==> src/hw/rv_m_pkg.sv <==
`default_nettype none

package rv_m_pkg;

  localparam int XLEN = 64;  // 64-bit register width
  localparam int WLEN = 32;  // width of the W-form ops

  // M-extension operations as seen by the unit
  typedef enum logic [3:0] {
    MUL,
    MULH,
    MULHSU,
    MULHU,
    DIV,
    DIVU,
    REM,
    REMU,
    MULW,
    DIVW,
    DIVUW,
    REMW,
    REMUW
  } m_op_e;

endpackage

`default_nettype wire
==> src/hw/mdu_pkg.sv <==
`default_nettype none

package mdu_pkg;
  import rv_m_pkg::*;

  localparam int DIV_STEPS64 = 65;  // nonrestoring steps, 64-bit
  localparam int DIV_STEPS32 = 33;  // nonrestoring steps, 32-bit
  localparam int MUL_STEPS   = 64;  // one step per multiplier bit

  typedef struct packed {
    logic [XLEN-1:0] dividend;
    logic [XLEN-1:0] divisor;
    logic            is_signed;
    logic            is_word;
  } div_req_t;

  typedef struct packed {
    logic [XLEN-1:0] op_a;
    logic [XLEN-1:0] op_b;
    logic            a_signed;
    logic            b_signed;
  } mul_req_t;

  typedef struct packed {
    m_op_e           op;
    logic            div_by_zero;
    logic            overflow;
    logic [XLEN-1:0] dividend;  // remainder on divide by zero
  } sel_ctl_t;

  typedef struct packed {
    logic [XLEN-1:0] quotient;
    logic [XLEN-1:0] remainder;
  } div_rsp_t;

  typedef enum logic [1:0] {DIV_RST, DIV_IDLE, DIV_COUNT, DIV_CORRECT} div_state_e;
  typedef enum logic {MUL_IDLE, MUL_RUN} mul_state_e;

endpackage

`default_nettype wire

==> src/hw/mdu_top.sv <==
`default_nettype none
`timescale 1ns/1ns

module mdu_top import rv_m_pkg::*; import mdu_pkg::*; (
  input  wire logic            clk,
  input  wire logic            rst,
  input  wire logic            start_i,
  input  wire m_op_e           op_i,
  input  wire logic [XLEN-1:0] rs1_i,
  input  wire logic [XLEN-1:0] rs2_i,
  output logic                 busy_o,
  output logic                 done_o,
  output logic [XLEN-1:0]      result_o
);

  logic              busy_q;
  logic              accept;
  logic              div_start;
  logic              mul_start;
  logic              div_done;
  logic              mul_done;
  div_req_t          div_req;
  mul_req_t          mul_req;
  div_rsp_t          div_rsp;
  sel_ctl_t          sel_ctl_d;
  sel_ctl_t          sel_ctl_q;
  logic [2*XLEN-1:0] product;

  assign busy_o = busy_q & ~done_o;  // drops in the done cycle
  assign accept = start_i & ~busy_o;

  always_ff @(posedge clk) begin
    if (rst) begin
      busy_q <= 1'b0;
    end else if (accept) begin
      busy_q <= 1'b1;
    end else if (done_o) begin
      busy_q <= 1'b0;
    end
  end

  always_ff @(posedge clk) begin
    if (accept) sel_ctl_q <= sel_ctl_d;
  end

  m_op_decode i_m_op_decode (
    .start_i    (accept),
    .op_i       (op_i),
    .rs1_i      (rs1_i),
    .rs2_i      (rs2_i),
    .div_start_o(div_start),
    .div_req_o  (div_req),
    .mul_start_o(mul_start),
    .mul_req_o  (mul_req),
    .sel_ctl_o  (sel_ctl_d)
  );

  alu_div_slow i_alu_div_slow (
    .clk    (clk),
    .rst    (rst),
    .start_i(div_start),
    .req_i  (div_req),
    .done_o (div_done),
    .rsp_o  (div_rsp)
  );

  alu_mul_slow i_alu_mul_slow (
    .clk      (clk),
    .rst      (rst),
    .start_i  (mul_start),
    .req_i    (mul_req),
    .done_o   (mul_done),
    .product_o(product)
  );

  mdu_result_sel i_mdu_result_sel (
    .clk       (clk),
    .rst       (rst),
    .sel_ctl_i (sel_ctl_q),
    .div_done_i(div_done),
    .div_rsp_i (div_rsp),
    .mul_done_i(mul_done),
    .product_i (product),
    .done_o    (done_o),
    .result_o  (result_o)
  );

  // strobes during busy are dropped
  a_no_start_busy: assert property (@(posedge clk) disable iff (rst) busy_o |-> !start_i)
    else $warning("start_i ignored while busy");

endmodule

`default_nettype wire

==> src/hw/mdu_result_sel.sv <==
`default_nettype none
`timescale 1ns/1ns

module mdu_result_sel import rv_m_pkg::*; import mdu_pkg::*; (
  input  wire logic              clk,
  input  wire logic              rst,
  input  wire sel_ctl_t          sel_ctl_i,
  input  wire logic              div_done_i,
  input  wire div_rsp_t          div_rsp_i,
  input  wire logic              mul_done_i,
  input  wire logic [2*XLEN-1:0] product_i,
  output logic                   done_o,
  output logic [XLEN-1:0]        result_o
);

  logic [XLEN-1:0] result_q;  // held until the next done
  logic [XLEN-1:0] quot;
  logic [XLEN-1:0] rem;
  logic [XLEN-1:0] raw;
  logic [XLEN-1:0] res_next;
  logic            is_word;

  // RISC-V values for the special cases
  assign quot = sel_ctl_i.div_by_zero ? {XLEN{1'b1}}
              : sel_ctl_i.overflow    ? sel_ctl_i.dividend
              :                         div_rsp_i.quotient;
  assign rem  = sel_ctl_i.div_by_zero ? sel_ctl_i.dividend
              : sel_ctl_i.overflow    ? '0
              :                         div_rsp_i.remainder;

  always_comb begin
    is_word = 1'b0;
    case (sel_ctl_i.op)
      MUL:                     raw = product_i[XLEN-1:0];
      MULH, MULHSU, MULHU:     raw = product_i[2*XLEN-1:XLEN];
      DIV, DIVU:               raw = quot;
      REM, REMU:               raw = rem;
      MULW: begin
        raw     = product_i[XLEN-1:0];
        is_word = 1'b1;
      end
      DIVW, DIVUW: begin
        raw     = quot;
        is_word = 1'b1;
      end
      default: begin
        raw     = rem;  // REMW, REMUW
        is_word = 1'b1;
      end
    endcase
  end

  assign res_next = is_word ? {{(XLEN-WLEN){raw[WLEN-1]}}, raw[WLEN-1:0]} : raw;

  always_ff @(posedge clk) begin
    if (rst) begin
      result_q <= '0;
    end else if (done_o) begin
      result_q <= res_next;
    end
  end

  assign done_o   = div_done_i | mul_done_i;
  assign result_o = done_o ? res_next : result_q;  // valid with the engine's done

endmodule

`default_nettype wire

==> src/hw/alu_mul_slow.sv <==
`default_nettype none
`timescale 1ns/1ns

module alu_mul_slow import rv_m_pkg::*; import mdu_pkg::*; (
  input  wire logic         clk,
  input  wire logic         rst,
  input  wire logic         start_i,
  input  wire mul_req_t     req_i,
  output logic              done_o,
  output logic [2*XLEN-1:0] product_o
);

  mul_state_e                     state_q;
  logic                           done_q;
  logic [$clog2(MUL_STEPS+1)-1:0] cnt_q;
  logic [2*XLEN-1:0]              acc_q;
  logic [2*XLEN-1:0]              mcand_q;   // shifts left
  logic [XLEN-1:0]                mplier_q;  // shifts right
  logic                           neg_q;
  logic [2*XLEN-1:0]              product_q;

  logic            a_neg;
  logic            b_neg;
  logic [XLEN-1:0] a_mag;
  logic [XLEN-1:0] b_mag;

  assign a_neg = req_i.a_signed & req_i.op_a[XLEN-1];
  assign b_neg = req_i.b_signed & req_i.op_b[XLEN-1];
  assign a_mag = a_neg ? -req_i.op_a : req_i.op_a;
  assign b_mag = b_neg ? -req_i.op_b : req_i.op_b;

  always_ff @(posedge clk) begin
    if (rst) begin
      state_q <= MUL_IDLE;
      done_q  <= 1'b0;
      cnt_q   <= '0;
    end else begin
      done_q <= 1'b0;
      case (state_q)
        MUL_IDLE: begin
          if (start_i) begin
            cnt_q   <= '0;
            state_q <= MUL_RUN;
          end
        end
        MUL_RUN: begin
          if (cnt_q == MUL_STEPS) begin
            done_q  <= 1'b1;  // sign fixup cycle
            state_q <= MUL_IDLE;
          end else begin
            cnt_q <= cnt_q + 1'b1;
          end
        end
        default: state_q <= MUL_IDLE;
      endcase
    end
  end

  always_ff @(posedge clk) begin
    if (state_q == MUL_IDLE && start_i) begin
      acc_q    <= '0;
      mcand_q  <= {{XLEN{1'b0}}, a_mag};
      mplier_q <= b_mag;
      neg_q    <= a_neg ^ b_neg;
    end else if (state_q == MUL_RUN) begin
      if (cnt_q == MUL_STEPS) begin
        product_q <= neg_q ? -acc_q : acc_q;
      end else begin
        if (mplier_q[0]) acc_q <= acc_q + mcand_q;
        mcand_q  <= mcand_q << 1;
        mplier_q <= mplier_q >> 1;
      end
    end
  end

  assign done_o    = done_q;
  assign product_o = product_q;

  a_done_pulse: assert property (@(posedge clk) disable iff (rst) done_o |=> !done_o);

endmodule

`default_nettype wire

==> src/hw/alu_div_slow.sv <==
`default_nettype none
`timescale 1ns/1ns

// nonrestoring two's-complement divider, 64-bit or 32-bit width
module alu_div_slow import rv_m_pkg::*; import mdu_pkg::*; (
  input  wire logic     clk,
  input  wire logic     rst,
  input  wire logic     start_i,
  input  wire div_req_t req_i,
  output logic          done_o,
  output div_rsp_t      rsp_o
);

  div_state_e             state_q;
  logic                   done_q;
  logic [DIV_STEPS64-1:0] cnt_q;     // one-hot, shifts right each step
  logic                   word_q;
  logic                   z_sign_q;  // dividend sign, for the correction
  logic [2*XLEN+1:0]      s_q;       // partial remainder and quotient digits
  logic [XLEN:0]          d_q;
  logic [XLEN:0]          d_neg_q;
  div_rsp_t               rsp_q;

  logic              z_sign;
  logic              d_sign;
  logic [XLEN:0]     d_ext;
  logic [2*XLEN+1:0] s_load;
  logic              s_sign;
  logic              add_d;
  logic [XLEN:0]     d_sel;
  logic [2*XLEN+1:0] s_next;
  logic [XLEN:0]     rem_raw;
  logic              need_corr;
  logic [XLEN:0]     rem_fix;
  logic [XLEN-1:0]   q_raw;
  logic [XLEN-1:0]   q_fix;

  // operand signs in the requested width
  assign z_sign = req_i.is_signed &
                  (req_i.is_word ? req_i.dividend[WLEN-1] : req_i.dividend[XLEN-1]);
  assign d_sign = req_i.is_signed &
                  (req_i.is_word ? req_i.divisor[WLEN-1] : req_i.divisor[XLEN-1]);

  assign d_ext = req_i.is_word ? {{(XLEN-WLEN+1){d_sign}}, req_i.divisor[WLEN-1:0]}
                               : {d_sign, req_i.divisor};

  // word operands sit in the low 2*WLEN+2 bits
  assign s_load = req_i.is_word
                ? {{(2*XLEN-2*WLEN){1'b0}}, {(WLEN+2){z_sign}}, req_i.dividend[WLEN-1:0]}
                : {{(XLEN+2){z_sign}}, req_i.dividend};

  assign s_sign = word_q ? s_q[2*WLEN+1] : s_q[2*XLEN+1];
  assign add_d  = s_sign ^ (word_q ? d_q[WLEN] : d_q[XLEN]);  // signs differ: add
  assign d_sel  = add_d ? d_q : d_neg_q;

  // shift left by one, add into the upper half, shift in the digit
  assign s_next = word_q
                ? {{(2*XLEN-2*WLEN){1'b0}}, s_q[2*WLEN:WLEN] + d_sel[WLEN:0],
                   s_q[WLEN-1:0], ~add_d}
                : {s_q[2*XLEN:XLEN] + d_sel, s_q[XLEN-1:0], ~add_d};

  assign rem_raw = word_q ? {{(XLEN-WLEN){s_q[2*WLEN+1]}}, s_q[2*WLEN+1:WLEN+1]}
                          : s_q[2*XLEN+1:XLEN+1];

  // remainder with the wrong sign, or equal to +/- divisor
  assign need_corr = ((rem_raw[XLEN] ^ z_sign_q) & (|rem_raw)) |
                     (rem_raw == d_q) | (rem_raw == d_neg_q);

  assign rem_fix = rem_raw + (need_corr ? d_sel : '0);

  // +/-1 digits to two's complement, low bits only
  assign q_raw = word_q ? {{(XLEN-WLEN){1'b0}}, s_q[WLEN-2:0], 1'b1}
                        : {s_q[XLEN-2:0], 1'b1};
  assign q_fix = q_raw + (need_corr ? (add_d ? {XLEN{1'b1}} : {{(XLEN-1){1'b0}}, 1'b1})
                                    : '0);

  always_ff @(posedge clk) begin
    if (rst) begin
      state_q <= DIV_RST;
      done_q  <= 1'b0;
      cnt_q   <= '0;
    end else begin
      done_q <= 1'b0;
      case (state_q)
        DIV_RST: state_q <= DIV_IDLE;
        DIV_IDLE: begin
          if (start_i) begin
            cnt_q   <= req_i.is_word ? (DIV_STEPS64'(1) << (DIV_STEPS32 - 1))
                                     : (DIV_STEPS64'(1) << (DIV_STEPS64 - 1));
            state_q <= DIV_COUNT;
          end
        end
        DIV_COUNT: begin
          if (cnt_q == '0) begin
            state_q <= DIV_CORRECT;  // count exhausted
          end else begin
            cnt_q <= cnt_q >> 1;
          end
        end
        DIV_CORRECT: begin
          done_q  <= 1'b1;
          state_q <= DIV_IDLE;
        end
        default: state_q <= DIV_IDLE;
      endcase
    end
  end

  // datapath, no reset
  always_ff @(posedge clk) begin
    if (state_q == DIV_IDLE && start_i) begin
      word_q   <= req_i.is_word;
      z_sign_q <= z_sign;
      s_q      <= s_load;
      d_q      <= d_ext;
      d_neg_q  <= -d_ext;
    end else if (state_q == DIV_COUNT && cnt_q != '0) begin
      s_q <= s_next;
    end
    if (state_q == DIV_CORRECT) begin
      rsp_q.quotient  <= word_q ? {{(XLEN-WLEN){1'b0}}, q_fix[WLEN-1:0]} : q_fix;
      rsp_q.remainder <= word_q ? {{(XLEN-WLEN){1'b0}}, rem_fix[WLEN-1:0]}
                                : rem_fix[XLEN-1:0];
    end
  end

  assign done_o = done_q;
  assign rsp_o  = rsp_q;

  a_start_idle: assert property (@(posedge clk) disable iff (rst)
    start_i |-> state_q == DIV_IDLE);

endmodule

`default_nettype wire

==> src/hw/m_op_decode.sv <==
`default_nettype none
`timescale 1ns/1ns

module m_op_decode import rv_m_pkg::*; import mdu_pkg::*; (
  input  wire logic            start_i,
  input  wire m_op_e           op_i,
  input  wire logic [XLEN-1:0] rs1_i,
  input  wire logic [XLEN-1:0] rs2_i,
  output logic                 div_start_o,
  output div_req_t             div_req_o,
  output logic                 mul_start_o,
  output mul_req_t             mul_req_o,
  output sel_ctl_t             sel_ctl_o
);

  logic is_div;
  logic is_word;
  logic div_signed;
  logic a_signed;
  logic b_signed;
  logic div_zero;
  logic min_neg;
  logic minus_one;

  always_comb begin
    is_div     = 1'b0;
    is_word    = 1'b0;
    div_signed = 1'b0;
    a_signed   = 1'b0;
    b_signed   = 1'b0;
    case (op_i)
      MULH: begin
        a_signed = 1'b1;
        b_signed = 1'b1;
      end
      MULHSU: a_signed = 1'b1;  // rs2 stays unsigned
      DIV, REM: begin
        is_div     = 1'b1;
        div_signed = 1'b1;
      end
      DIVU, REMU: is_div = 1'b1;
      MULW: is_word = 1'b1;  // low half only, sign does not matter
      DIVW, REMW: begin
        is_div     = 1'b1;
        is_word    = 1'b1;
        div_signed = 1'b1;
      end
      DIVUW, REMUW: begin
        is_div  = 1'b1;
        is_word = 1'b1;
      end
      default: begin
      end
    endcase
  end

  // special cases, checked in the width of the operation
  assign div_zero  = is_word ? ~|rs2_i[WLEN-1:0] : ~|rs2_i;
  assign minus_one = is_word ? &rs2_i[WLEN-1:0] : &rs2_i;
  assign min_neg   = is_word ? (rs1_i[WLEN-1:0] == {1'b1, {(WLEN-1){1'b0}}})
                             : (rs1_i == {1'b1, {(XLEN-1){1'b0}}});

  assign div_start_o = start_i & is_div;
  assign mul_start_o = start_i & ~is_div;

  assign div_req_o = '{dividend: rs1_i, divisor: rs2_i, is_signed: div_signed, is_word: is_word};
  assign mul_req_o = '{op_a: rs1_i, op_b: rs2_i, a_signed: a_signed, b_signed: b_signed};

  assign sel_ctl_o = '{op:          op_i,
                       div_by_zero: is_div & div_zero,
                       overflow:    is_div & div_signed & min_neg & minus_one,
                       dividend:    rs1_i};

endmodule

`default_nettype wire

==> config.mk <==
export PLATFORM = sky130hd
export DESIGN_NAME = mdu_top
export DESIGN_NICKNAME = d
export VERILOG_FILES = /design/src/hw/rv_m_pkg.sv /design/src/hw/mdu_pkg.sv /design/src/hw/mdu_top.sv /design/src/hw/mdu_result_sel.sv /design/src/hw/alu_mul_slow.sv /design/src/hw/alu_div_slow.sv /design/src/hw/m_op_decode.sv
export SDC_FILE = /design/constraint.sdc
export NUM_CORES = 2
export LEC_CHECK = 0
export BUFFER_PORTS_ARGS = -buffer_cell sky130_fd_sc_hd__buf_2
export CAP_MARGIN = 25
export CORE_MARGIN = 10
export CORE_UTILIZATION = 36
export CTS_CLUSTER_SIZE = 30
export DETAILED_ROUTE_END_ITERATION = 8
export SYNTH_ARGS = -nofsm -noshare
export SYNTH_HDL_FRONTEND = slang
export SYNTH_HIERARCHICAL = 1
export SYNTH_SLANG_ARGS = --single-unit
==> constraint.sdc <==
create_clock -name clk -period 24.5 [get_ports clk]
set_input_delay 3.675 -clock clk [delete_from_list [all_inputs] [get_ports clk]]
set_output_delay 3.675 -clock clk [all_outputs]
set_load 0.02 [all_outputs]
==> flow_metrics.env <==
export IMPL_outcome="finished clean"
export IMPL_synth_cell_area_mm2=0.0752
export IMPL_syn_inst=8805
export IMPL_gp_congestion=0.983
export IMPL_ys_types=115
export IMPL_tightest_slew_ns=1.20
export IMPL_yosysMostFrequentCell="nand2_1"
export IMPL_power_leakage_nw=30.3
export IMPL_power_per_cell_area_mw_per_mm2=83.4
export IMPL_yosys_area_top_type="edfxtp_1"
export IMPL_post_route_drc_count=0
export IMPL_cts_setup_buffers=0
export IMPL_dp_cells=11053
export IMPL_ys_ff_latch=1050
export IMPL_worstSetupPathType="flip-flop to flip-flop"
export IMPL_multi_input_area_mm2=0.0419
export IMPL_finalClockSkew_ns=0.0547
export IMPL_slew_viol_final=0
export IMPL_fin_cells=11306
export IMPL_hp_class="flip-flop to flip-flop"
export IMPL_core_area_mm2=0.207
export IMPL_insertion_delay_ns=0.83
export IMPL_h_tree_depth=4
export IMPL_synth_top_area_share=0.286
export IMPL_vias=66957
export IMPL_grt_pass1_wl_um=426000
export IMPL_final_nets=8862
export IMPL_die_height_um=477
export IMPL_finalSetupTns_ns=0
export IMPL_dp_hpwl_um=226000
export IMPL_synth_main_ff_cell="edfxtp_1"
export IMPL_clk_path_buf_depth=3
export IMPL_postRouteAntennaNets=0
export IMPL_vias_per_cell=5.92
export IMPL_synth_enable_flop_cells=716
export IMPL_antenna_found_initial=29
export IMPL_avgSynthCellArea_um2=8.54
export IMPL_dr_pass1_iters=6
export IMPL_whs_ns=0.457
export IMPL_max_cap_viol_count=0
export IMPL_setup_viol=0
export IMPL_fin_util=0.388
export IMPL_p_total_mw=6.72
export IMPL_clock_sinks=1050
export IMPL_cp_required_ns=25.06
export IMPL_rsz0062_at_grt="no"
export IMPL_syn2layout_area_growth_pct=7.10
export IMPL_cts_buffers=130
export IMPL_ios=201
export IMPL_fmax_mhz=109
export IMPL_cts_tree="yes"
export IMPL_worstSetupStartpointType="flip-flop"
export IMPL_cp_max_fo=163
export IMPL_grt_pass1_vias=62167
export IMPL_yosysSeqAreaShare=0.375
export IMPL_grt_max_degree=164
export IMPL_arrival_ns=9.75
export IMPL_hold_viol=0
export IMPL_path_clk_slew_ns=0.06
export IMPL_finalWirelength_um=294000
export IMPL_cts_resized=0
export IMPL_synth_area_leaders="edfxtp_1 (29%), dfxtp_1 (8.9%), nand2_1 (6.5%)"
export IMPL_row_count=167
export IMPL_regArea_mm2=0.0282
export IMPL_grt_use_total=0.245
export IMPL_start_util=0.362
export IMPL_ys_warn_count=6
export IMPL_slew_headroom=0.191
export IMPL_setup_worst_path_end_class="flip-flop"
export IMPL_fin_crit_sh=0.375
export IMPL_drive_gt1_frac=0.0792
export IMPL_drtIter0Drc=7762
export IMPL_cts_root_buf="clkbuf_16"
export IMPL_gr_total_overflow=0
export IMPL_post_route_min_period_ns=9.19
export IMPL_synth_commonest_cells="nand2_1 (1311), a21oi_1 (778), edfxtp_1 (716), o21ai_0 (641), xnor2_1 (501)"
export IMPL_fp_dieW_um=477
export IMPL_avgRoutedWirePerCell_um=26.0
export IMPL_fillers=20927
export IMPL_die_area_mm2=0.227
export IMPL_async_reset_ff_frac=0
export IMPL_vdd_ir_drop_max_mv=0.0812
export IMPL_syn_nets=9269
export IMPL_ctsHoldBuffers=0
export IMPL_io_buffers=200
## registers in the layout, indices dropped and copies added (netlist names), 65 cells and up
register / flops
i_alu_div_slow/cnt_q: 65
i_alu_div_slow/d_q: 65
i_alu_div_slow/rsp_o: 128
i_alu_div_slow/s_q: 130
i_alu_mul_slow/acc_q: 128
i_alu_mul_slow/mcand_q: 128
i_alu_mul_slow/product_o: 128
sel_ctl_q: 70
## final cells by class
cell class | count | area share
Multi-Input combinational cell | 6726 | 0.521
Sequential cell | 1050 | 0.350
Clock buffer | 169 | 0.0442
Tap cell | 2788 | 0.0433
Timing Repair Buffer | 293 | 0.0217
Clock inverter | 67 | 0.00976
Inverter | 197 | 0.00934
Antenna cell | 16 | 0.000497
## per-stage QoR
| step | setup WS, ns | area [um2] |
|---|---|---|
| after global routing | 14.69 | 80500 |
| after CTS | 15.28 | 80500 |
| final | 15.31 | 80500 |
| after floorplan | 12.59 | 75200 |
| after detailed placement | 15.30 | 76100 |
| after global placement | 15.38 | 76000 |
## cells in the final DEF, fill, tap and decap left out, drive strengths merged, types with 40 or more instances in the layout
cell type  netlist  layout
a211oi          77      77
a21o           179     179
a21oi          778     778
a22oi           98      98
a31oi           80      80
and2            40      40
and3            43      43
buf            423     293
clkbuf         409     169
clkinv           1      43
dfxtp          334     334
edfxtp         716     716
ha             325     325
inv            196     203
mux2i           73      73
nand2         1312    1312
nand2b          55      55
nand3          284     284
nand4          192     192
nor2           492     492
nor2b          159     159
nor3           149     149
nor3b           71      71
nor4           146     146
o21ai          677     677
o21bai          74      74
o31ai           78      78
or3             62      62
or4             57      57
xnor2          501     501
xor2           247     247
## logic make-up after synthesis
| kind of cell | share of synthesized area |
|---|---|
| multiplexers | 0.0154 |
| AND/OR/NAND/NOR | 0.203 |
| XOR/XNOR | 0.0872 |
| AO/OA/AOI/OAI | 0.194 |
| adder cells (fa/ha/maj) | 0.0552 |
| flip-flops | 0.375 |
| buffers and inverters | 0.0695 |
## path summary, 6_finish.rpt
path              depth (start not counted)                                       to                               startpoint  slack [ns]
setup reg to reg                         27   i_alu_div_slow/rsp_o[63]$_SDFFCE_PP0P_          i_alu_div_slow/word_q$_DFFE_PP_       15.31
setup / recovery                         27   i_alu_div_slow/rsp_o[63]$_SDFFCE_PP0P_          i_alu_div_slow/word_q$_DFFE_PP_       15.31
hold / removal                            2  i_alu_mul_slow/mcand_q[72]$_SDFFE_PP0P_  i_alu_mul_slow/mcand_q[71]$_SDFFE_PP0P_        0.46
hold reg to reg                           2  i_alu_mul_slow/mcand_q[72]$_SDFFE_PP0P_  i_alu_mul_slow/mcand_q[71]$_SDFFE_PP0P_        0.46
## metal layers
metal	GRT usage	part of all wire
met1	0.331	0.43
met2	0.385	0.45
met3	0.0394	0.076
met4	0.106	0.049
met5	0	0.00011
## report_power, final
| group | internal, mW | leakage (nW) | switching [mW] |
|---|---|---|---|
| clock | 1.14 | 2.09 | 0.837 |
| combinational | 0.818 | 18.9 | 1.53 |
| sequential | 2.16 | 9.31 | 0.225 |
| total | 4.12 | 30.3 | 2.59 |
## critical path: stages, from the launching register on
cell and delay, ns:
edfxtp_1 0.32, buf_4 0.56, buf_12 0.58, mux2i_1 0.60, nand4_1 0.18, a2111oi_2 0.38
o2111ai_1 0.20, o31a_1 0.41, nor3_4 0.65, buf_4 0.70, a21oi_1 0.09, ha_1 0.29
a21oi_1 0.16, o21bai_1 0.08, a21o_1 0.18, a21oi_1 0.21, o311ai_0 0.28, a31o_2 0.38
a31oi_1 0.40, o221a_2 0.34, o31ai_1 0.13, a31o_2 0.29, a31o_2 0.27, and3_1 0.16
o21a_1 0.19, o41ai_1 0.43, xnor2_1 0.14, and2_1 0.17
(Power assumes the default switching activity.)
